===== src/romload_pkg.sv =====
package romload_pkg;

	// download side, as delivered by the host byte interface
	typedef logic [24:0] ioctl_addr_t;
	typedef logic [7:0]  rom_byte_t;

	// sdram side, 16 bit words
	typedef logic [22:0] mem_addr_t;
	typedef logic [15:0] mem_data_t;
	typedef logic [1:0]  byte_sel_t;  // bit 1 is the upper byte

	// graphics roms start here in the image
	localparam ioctl_addr_t GFX_BASE = 25'h10000;

	// download index of the rom image
	localparam logic [7:0] ROM_INDEX = 8'd0;

	typedef enum logic {
		WR_IDLE,      // waiting for a buffered write
		WR_WAIT_ACK   // request toggled, ack not yet matched
	} writer_state_t;

endpackage

===== src/rom_loader_top.sv =====
module rom_loader_top #(
	parameter int FIFO_DEPTH = 4
) (
	input  logic                     clock_49,
	input  logic                     rst,
	input  logic                     ioctl_download,
	input  logic [7:0]               ioctl_index,
	input  logic                     ioctl_wr,
	input  romload_pkg::ioctl_addr_t ioctl_addr,
	input  romload_pkg::rom_byte_t   ioctl_dout,
	input  logic                     reset_req,
	input  logic                     mem_ack,
	output logic                     mem_req,
	output romload_pkg::mem_addr_t   mem_addr,
	output romload_pkg::byte_sel_t   mem_ds,
	output romload_pkg::mem_data_t   mem_data,
	output logic                     overflow,
	output logic                     rom_loaded,
	output logic                     core_reset
);
	logic                   push;
	romload_pkg::mem_addr_t push_addr;
	romload_pkg::byte_sel_t push_ds;
	romload_pkg::mem_data_t push_data;
	logic                   credit_ret;
	logic                   fifo_valid;
	romload_pkg::mem_addr_t fifo_addr;
	romload_pkg::byte_sel_t fifo_ds;
	romload_pkg::mem_data_t fifo_data;
	logic                   fifo_empty;
	logic                   pop;
	logic                   writer_idle;

	dl_byte_packer #(.FIFO_DEPTH(FIFO_DEPTH)) packer (
		.clock_49       (clock_49),
		.rst            (rst),
		.ioctl_download (ioctl_download),
		.ioctl_index    (ioctl_index),
		.ioctl_wr       (ioctl_wr),
		.ioctl_addr     (ioctl_addr),
		.ioctl_dout     (ioctl_dout),
		.credit_ret     (credit_ret),
		.push           (push),
		.push_addr      (push_addr),
		.push_ds        (push_ds),
		.push_data      (push_data),
		.overflow       (overflow)
	);

	dl_write_fifo #(.FIFO_DEPTH(FIFO_DEPTH)) wr_fifo (
		.clock_49   (clock_49),
		.rst        (rst),
		.push       (push),
		.push_addr  (push_addr),
		.push_ds    (push_ds),
		.push_data  (push_data),
		.pop        (pop),
		.fifo_valid (fifo_valid),
		.fifo_addr  (fifo_addr),
		.fifo_ds    (fifo_ds),
		.fifo_data  (fifo_data),
		.credit_ret (credit_ret),
		.fifo_empty (fifo_empty)
	);

	sdram_port_writer writer (
		.clock_49    (clock_49),
		.rst         (rst),
		.fifo_valid  (fifo_valid),
		.fifo_addr   (fifo_addr),
		.fifo_ds     (fifo_ds),
		.fifo_data   (fifo_data),
		.fifo_empty  (fifo_empty),
		.mem_ack     (mem_ack),
		.pop         (pop),
		.mem_req     (mem_req),
		.mem_addr    (mem_addr),
		.mem_ds      (mem_ds),
		.mem_data    (mem_data),
		.writer_idle (writer_idle)
	);

	core_reset_ctrl reset_ctrl (
		.clock_49       (clock_49),
		.rst            (rst),
		.ioctl_download (ioctl_download),
		.writer_idle    (writer_idle),
		.reset_req      (reset_req),
		.rom_loaded     (rom_loaded),
		.core_reset     (core_reset)
	);

endmodule


===== src/core_reset_ctrl.sv =====
module core_reset_ctrl (
	input  logic clock_49,
	input  logic rst,
	input  logic ioctl_download,
	input  logic writer_idle,
	input  logic reset_req,
	output logic rom_loaded,
	output logic core_reset
);
	logic download_d;
	logic drain_wait;  // download over, writes may still be pending

	always_ff @(posedge clock_49) begin
		if (rst) begin
			download_d <= 1'b0;
			drain_wait <= 1'b0;
			rom_loaded <= 1'b0;
			core_reset <= 1'b1;
		end else begin
			download_d <= ioctl_download;
			if (download_d && !ioctl_download)
				drain_wait <= 1'b1;  // falling edge
			else if (drain_wait && writer_idle)
				drain_wait <= 1'b0;
			if (drain_wait && writer_idle)
				rom_loaded <= 1'b1;  // sticky until rst
			core_reset <= reset_req || !rom_loaded;
		end
	end

endmodule


===== src/sdram_port_writer.sv =====
module sdram_port_writer (
	input  logic                   clock_49,
	input  logic                   rst,
	input  logic                   fifo_valid,
	input  romload_pkg::mem_addr_t fifo_addr,
	input  romload_pkg::byte_sel_t fifo_ds,
	input  romload_pkg::mem_data_t fifo_data,
	input  logic                   fifo_empty,
	input  logic                   mem_ack,
	output logic                   pop,
	output logic                   mem_req,
	output romload_pkg::mem_addr_t mem_addr,
	output romload_pkg::byte_sel_t mem_ds,
	output romload_pkg::mem_data_t mem_data,
	output logic                   writer_idle
);
	romload_pkg::writer_state_t state;

	// take the head entry as soon as the port is free
	assign pop = state == romload_pkg::WR_IDLE && fifo_valid;

	assign writer_idle = state == romload_pkg::WR_IDLE && fifo_empty;

	always_ff @(posedge clock_49) begin
		if (rst) begin
			state   <= romload_pkg::WR_IDLE;
			mem_req <= 1'b0;
		end else begin
			case (state)
				romload_pkg::WR_IDLE: begin
					if (fifo_valid) begin
						mem_req <= ~mem_req;  // toggle starts the write
						state   <= romload_pkg::WR_WAIT_ACK;
					end
				end
				romload_pkg::WR_WAIT_ACK: begin
					if (mem_ack == mem_req)
						state <= romload_pkg::WR_IDLE;  // write done
				end
				default: state <= romload_pkg::WR_IDLE;
			endcase
		end
	end

	// port lines stay put until the next pop
	always_ff @(posedge clock_49) begin
		if (pop) begin
			mem_addr <= fifo_addr;
			mem_ds   <= fifo_ds;
			mem_data <= fifo_data;
		end
	end

endmodule


===== src/dl_write_fifo.sv =====
module dl_write_fifo #(
	parameter int FIFO_DEPTH = 4
) (
	input  logic                   clock_49,
	input  logic                   rst,
	input  logic                   push,
	input  romload_pkg::mem_addr_t push_addr,
	input  romload_pkg::byte_sel_t push_ds,
	input  romload_pkg::mem_data_t push_data,
	input  logic                   pop,
	output logic                   fifo_valid,
	output romload_pkg::mem_addr_t fifo_addr,
	output romload_pkg::byte_sel_t fifo_ds,
	output romload_pkg::mem_data_t fifo_data,
	output logic                   credit_ret,
	output logic                   fifo_empty
);
	localparam int AW = $clog2(FIFO_DEPTH);

	romload_pkg::mem_addr_t addr_mem [FIFO_DEPTH];
	romload_pkg::byte_sel_t ds_mem   [FIFO_DEPTH];
	romload_pkg::mem_data_t data_mem [FIFO_DEPTH];

	logic [AW:0] wr_ptr;  // extra bit, wraps once per lap
	logic [AW:0] rd_ptr;
	logic        buf_empty;

	assign buf_empty  = wr_ptr == rd_ptr;
	assign fifo_valid = !buf_empty;
	assign fifo_empty = buf_empty && !push;  // also covers a write still arriving

	assign fifo_addr = addr_mem[rd_ptr[AW-1:0]];
	assign fifo_ds   = ds_mem[rd_ptr[AW-1:0]];
	assign fifo_data = data_mem[rd_ptr[AW-1:0]];

	// a freed slot goes straight back to the packer
	assign credit_ret = pop && fifo_valid;

	always_ff @(posedge clock_49) begin
		if (rst) begin
			wr_ptr <= '0;
			rd_ptr <= '0;
		end else begin
			if (push)
				wr_ptr <= wr_ptr + 1'b1;  // room guaranteed by credits
			if (credit_ret)
				rd_ptr <= rd_ptr + 1'b1;
		end
	end

	always_ff @(posedge clock_49) begin
		if (push) begin
			addr_mem[wr_ptr[AW-1:0]] <= push_addr;
			ds_mem[wr_ptr[AW-1:0]]   <= push_ds;
			data_mem[wr_ptr[AW-1:0]] <= push_data;
		end
	end

endmodule


===== src/dl_byte_packer.sv =====
module dl_byte_packer #(
	parameter int FIFO_DEPTH = 4
) (
	input  logic                     clock_49,
	input  logic                     rst,
	input  logic                     ioctl_download,
	input  logic [7:0]               ioctl_index,
	input  logic                     ioctl_wr,
	input  romload_pkg::ioctl_addr_t ioctl_addr,
	input  romload_pkg::rom_byte_t   ioctl_dout,
	input  logic                     credit_ret,
	output logic                     push,
	output romload_pkg::mem_addr_t   push_addr,
	output romload_pkg::byte_sel_t   push_ds,
	output romload_pkg::mem_data_t   push_data,
	output logic                     overflow
);
	localparam int CW = $clog2(FIFO_DEPTH + 1);

	logic                     accept;
	logic                     byte_ok;
	logic                     is_gfx;
	romload_pkg::ioctl_addr_t gfx_off;
	logic                     new_even;
	romload_pkg::mem_addr_t   new_addr;
	romload_pkg::byte_sel_t   new_ds;
	logic                     hold_v;
	romload_pkg::mem_addr_t   hold_addr;
	romload_pkg::rom_byte_t   hold_data;
	logic                     pend_v;
	romload_pkg::mem_addr_t   pend_addr;
	romload_pkg::byte_sel_t   pend_ds;
	romload_pkg::mem_data_t   pend_data;
	logic                     flush;
	logic                     pair;
	logic                     defer;
	logic                     want_v;
	romload_pkg::mem_addr_t   want_addr;
	romload_pkg::byte_sel_t   want_ds;
	romload_pkg::mem_data_t   want_data;
	logic [CW-1:0]            credit_cnt;
	logic                     take;

	assign accept  = ioctl_wr && ioctl_download && ioctl_index == romload_pkg::ROM_INDEX;
	assign byte_ok = accept && !pend_v;  // bytes are spaced more than one cycle apart

	assign is_gfx   = ioctl_addr >= romload_pkg::GFX_BASE;
	assign gfx_off  = ioctl_addr - romload_pkg::GFX_BASE;
	assign new_even = !is_gfx && !ioctl_addr[0];
	assign new_addr = is_gfx ? {gfx_off[23:16], gfx_off[14:0]} : ioctl_addr[23:1];  // fold gfx
	assign new_ds   = is_gfx ? {~gfx_off[15], gfx_off[15]} : {ioctl_addr[0], ~ioctl_addr[0]};

	// held even byte leaves on the next byte or at download end
	assign flush = hold_v && !pend_v && (byte_ok || !ioctl_download);
	assign pair  = flush && byte_ok && !is_gfx && ioctl_addr[0] && ioctl_addr[23:1] == hold_addr;
	assign defer = flush && byte_ok && !pair && !new_even;  // new byte goes one cycle later

	always_comb begin
		want_v    = 1'b0;
		want_addr = hold_addr;
		want_ds   = 2'b01;  // lone even byte
		want_data = {hold_data, hold_data};
		if (pend_v) begin
			want_v    = 1'b1;
			want_addr = pend_addr;
			want_ds   = pend_ds;
			want_data = pend_data;
		end else if (flush) begin
			want_v = 1'b1;
			if (pair) begin
				want_ds   = 2'b11;
				want_data = {ioctl_dout, hold_data};
			end
		end else if (byte_ok && !new_even) begin
			want_v    = 1'b1;
			want_addr = new_addr;
			want_ds   = new_ds;
			want_data = {ioctl_dout, ioctl_dout};
		end
	end

	assign take = want_v && credit_cnt != '0;

	always_ff @(posedge clock_49) begin
		if (rst) begin
			push       <= 1'b0;
			overflow   <= 1'b0;
			credit_cnt <= CW'(FIFO_DEPTH);
			hold_v     <= 1'b0;
			pend_v     <= 1'b0;
		end else begin
			push       <= take;
			credit_cnt <= credit_cnt - CW'(take) + CW'(credit_ret);
			pend_v     <= defer;
			if (want_v && !take)
				overflow <= 1'b1;  // sticky, write is lost
			if (byte_ok && new_even)
				hold_v <= 1'b1;
			else if (flush)
				hold_v <= 1'b0;
		end
	end

	always_ff @(posedge clock_49) begin
		if (take) begin
			push_addr <= want_addr;
			push_ds   <= want_ds;
			push_data <= want_data;
		end
		if (byte_ok && new_even) begin
			hold_addr <= new_addr;
			hold_data <= ioctl_dout;
		end
		if (defer) begin
			pend_addr <= new_addr;
			pend_ds   <= new_ds;
			pend_data <= {ioctl_dout, ioctl_dout};
		end
	end

endmodule


===== config.mk =====
export PLATFORM = sky130hd
export DESIGN_NAME = rom_loader_top
export DESIGN_NICKNAME = d
export VERILOG_FILES = /design/src/romload_pkg.sv /design/src/rom_loader_top.sv /design/src/core_reset_ctrl.sv /design/src/sdram_port_writer.sv /design/src/dl_write_fifo.sv /design/src/dl_byte_packer.sv
export SDC_FILE = /design/constraint.sdc
export NUM_CORES = 1
export LEC_CHECK = 0
export BUFFER_PORTS_ARGS = -buffer_cell sky130_fd_sc_hd__buf_2
export CELL_PAD_IN_SITES_DETAIL_PLACEMENT = 1
export CELL_PAD_IN_SITES_GLOBAL_PLACEMENT = 2
export CORE_ASPECT_RATIO = 1.2
export CORE_MARGIN = 2
export CORE_UTILIZATION = 41
export DETAILED_ROUTE_END_ITERATION = 16
export PLACE_DENSITY_LB_ADDON = 0.1
export REMOVE_ABC_BUFFERS = 1
export SYNTH_ARGS = -nofsm -noshare
export SYNTH_HDL_FRONTEND = slang
export SYNTH_SLANG_ARGS = --single-unit

===== constraint.sdc =====
create_clock -name clock_49 -period 5.2 [get_ports clock_49]
set_clock_uncertainty 0.1 [all_clocks]
set_input_delay 0.52 -clock clock_49 [delete_from_list [all_inputs] [get_ports clock_49]]
set_output_delay 0.52 -clock clock_49 [all_outputs]
set_load 0.01 [all_outputs]

==> results.md <==
* Placed cell count at 1151
* Critical path type: input port to flop
* Slew Limit Headroom at 0.263
* Hold Crit Class: input port to flop
* CP required at around 5.5 ns
* Status: finished, final reports clean
* # hold bufs at CTS at 0
* Final WL at 27000 um
* Period minus WS final at 3.49 ns
* Setup crit end kind: flop
* Cts bufs inserted at 34
* Initial Utilization at 0.415
* Top Metal Used: met4
* Placer congestion estimate at between 0.8 and 0.9
* Num rows at 70
* Clk_lat worst skew at between 0.5 and 0.6 ns
* Die width at about 160 um
* Seq/Total Area, Yosys at 0.768
* Total number of vias at 6399
* Worst Tran Pin Value at between 1 and 1.5 ns
* Starting DRT DRC Count at approximately 330
* Async SR Flop Fraction at 0
* First-pass GRT wire length at a little over 40000 um
* Distinct cells, synth at 44
* DIE HEIGHT at 196 um
* Post CTS Setup Buffer Count at 0
* Post-DR vias/cell at between 5 and 6
* Initial antenna violation count at 0
* GR Util All Layers at 0.173
* Area Overhead vs Synth at 15.7%
* VDD IR-drop max at between 300 and 400 uV
* Post-cts resize count at 0
* CTS tree: built
* GRT overflow at 0
* Max Root-Sink Buffers at 3
* Vias in the first global route at 6969
* CTS Sinks at roughly 330
* Final hold slack at 0.0941 ns
* Synth warnings at 0
* Worst Path Arrival at between 3 and 4 ns
* Die area at 32200 um2
* DRC Markers at 0
* Tcrit/Tclk final at 0.671
* Final non-filler cell total at around 1200
* HPWL Detailed at 16400 um
* Port Buffer Count at ~90
* Critical path peak fanout at 21
* Hold Fails Final Rpt at 0
* Seq cells post-synth at 329
* Routed wl met3 at around 1100 um
* Largest net degree at the start of global routing at 56
* Max Cap Viol at 0
* Primary FF master, synth: edfxtp_1
* Diode count at 0
* Root Buffer: clkbuf_16
* Synth Area per Inst at between 15 and 20 um2
* Metal2 WL at around 14000 um
* RSZ-0062 raised after global routing: no
* Setup violators final at 0
* Mapped Cells at between 600 and 700
* Clk pin slew, worst setup/hold paths at approximately 0.06 ns
* Routed wire per std cell at about 22 um
* H-tree depth at 2
* Pwr/cell area at roughly 440 nW/um2
* Core Box Area at between 30000 and 40000 um2
* Post-DRT Antenna Nets at 0
* Layout cells sized above 1 at 0.257
* Post-synth design cell area at between 10000 and 15000 um2
* LEAKAGE at 4.87 nW
* Boundary Pins at a little over 90
* Fmax at about 290 MHz
* Drt pass-1 iters at 4
* Setup tns final at 0 ns
* Max Slew Vio Count at 0
* Number of synthesized flops with an enable pin at 310
* CP startpoint kind: input port
* Fin nets at between 800 and 900
* M1 WL at around 12000 um
-- metrics by stage --
stage | total power [mW] | setup slack [ns] | utilization | area [um2]
finish | 6.37 | 1.71 | 0.481 | 14600
global route | 6.65 | 1.44 | 0.481 | 14600
CTS | 6.49 | 1.69 | 0.481 | 14600
detailed placement | 4.22 | 1.15 | 0.448 | 13600
global placement | 4.19 | 1.25 | 0.448 | 13600
floorplan | 3.89 | -1.07 | - | 12500
-- cell type report --
cell class	instances	area, um2
Inverter	11	41.3
Tap cell	396	495
Clock inverter	15	101
Clock buffer	42	902
Sequential cell	329	9690
Fill cell	2869	15800
Timing Repair Buffer	104	553
Multi-Input combinational cell	311	2820
-- logic make-up (layout without fill, tap and decap cells) --
logic type	count (synthesis)	in the layout	synth area share
mux	47	47	0.0780
fa+ha+maj	10	10	0.0105
simple gates	147	147	0.0597
xor+xnor	38	38	0.0264
compound gates	69	69	0.0458
buf+inv	38	172	0.0120
flops	329	329	0.768
-- report_power, final --
part	total (mW)	internal (mW)	switching, mW	leakage (nW)
Sequential	3.25	3.18	0.0715	2.97
Combinational	0.877	0.376	0.502	1.41
Clock	2.24	1.28	0.960	0.484
-- final timing paths --
check        slack [ns]  cells after the start                     to                  start
min                0.09                      3  reset_ctrl.core_reset              reset_req
min reg2reg        0.31                      1  reset_ctrl.core_reset  reset_ctrl.rom_loaded
max reg2reg        2.21                     12   packer.credit_cnt[2]          packer.pend_v
max                1.71                     13   packer.credit_cnt[2]         ioctl_addr[18]
-- routing by layer --
metal  track usage  up-vias
met2         0.295      143
li1              -     2908
met1         0.225     3308
met3        0.0302       40
met4        0.0533        0
met5             0        -
-- Yosys cell counts, types with 2 or more instances --
master	n	area [um2]
and2_1	4	25.0
a221o_1	25	250
a21oi_1	8	40.0
nor4_1	8	50.1
or3_1	2	12.5
mux4_2	41	923
dfxtp_1	19	380
inv_1	11	41.3
nand2_1	61	229
nor3b_1	18	135
o21ai_0	7	35.0
buf_2	7	35.0
nor2_1	23	86.3
clkbuf_1	16	60.1
xor2_1	4	35.0
mux2i_1	5	50.1
ha_1	9	113
nor3_1	8	40.0
xnor2_1	34	298
nand2b_1	3	18.8
a21o_1	14	105
nor2b_1	2	12.5
a22o_1	8	70.1
nand4_1	6	37.5
nand3_1	4	20.0
buf_1	4	15.0
edfxtp_1	310	9310
-- state kept, by name, indices dropped and copies added (netlist names), 3 cells and up --
name / count
packer.hold_data: 8
wr_fifo.rd_ptr: 3
packer.push_data: 16
packer.push_addr: 23
writer.mem_data: 16
packer.hold_addr: 23
writer.mem_addr: 23
wr_fifo.ds_mem: 8
packer.credit_cnt: 3
wr_fifo.data_mem: 64
packer.pend_data: 8
wr_fifo.addr_mem: 92
packer.pend_addr: 23
wr_fifo.wr_ptr: 3
-- worst max-delay path: stages --
cell	delay, ns
buf_2	0.16
nor4_4	0.38
nand3_2	0.21
a21oi_2	0.85
a21o_1	0.28
nor2_4	0.06
ha_1	0.28
inv_1	0.04
ha_1	0.21
fa_1	0.42
xnor2_1	0.19
xnor2_1	0.14
nand2b_1	0.07
-- layout by cell type (no fill, tap or decap), types with 2 or more instances in the layout --
cell type   instances
edfxtp_1          310
buf_2              91
nand2_1            61
mux4_2             41
clkbuf_16          35
xnor2_1            34
a221o_1            25
nor2_1             22
nor3b_1            18
dfxtp_1            16
a21o_1             14
buf_4              13
inv_1              11
ha_1                9
nor4_1              8
a21oi_1             8
a22o_1              8
o21ai_0             7
clkbuf_1            7
nor3_1              6
nand4_1             6
clkinv_1            6
mux2i_1             5
nand3_1             4
xor2_1              4
and2_2              4
clkinv_2            4
nand2b_1            3
dfxtp_2             3
nor3_2              2
or3_1               2
nor2b_1             2
clkinvlp_4          2
Power figures use the tool's default switching activity.
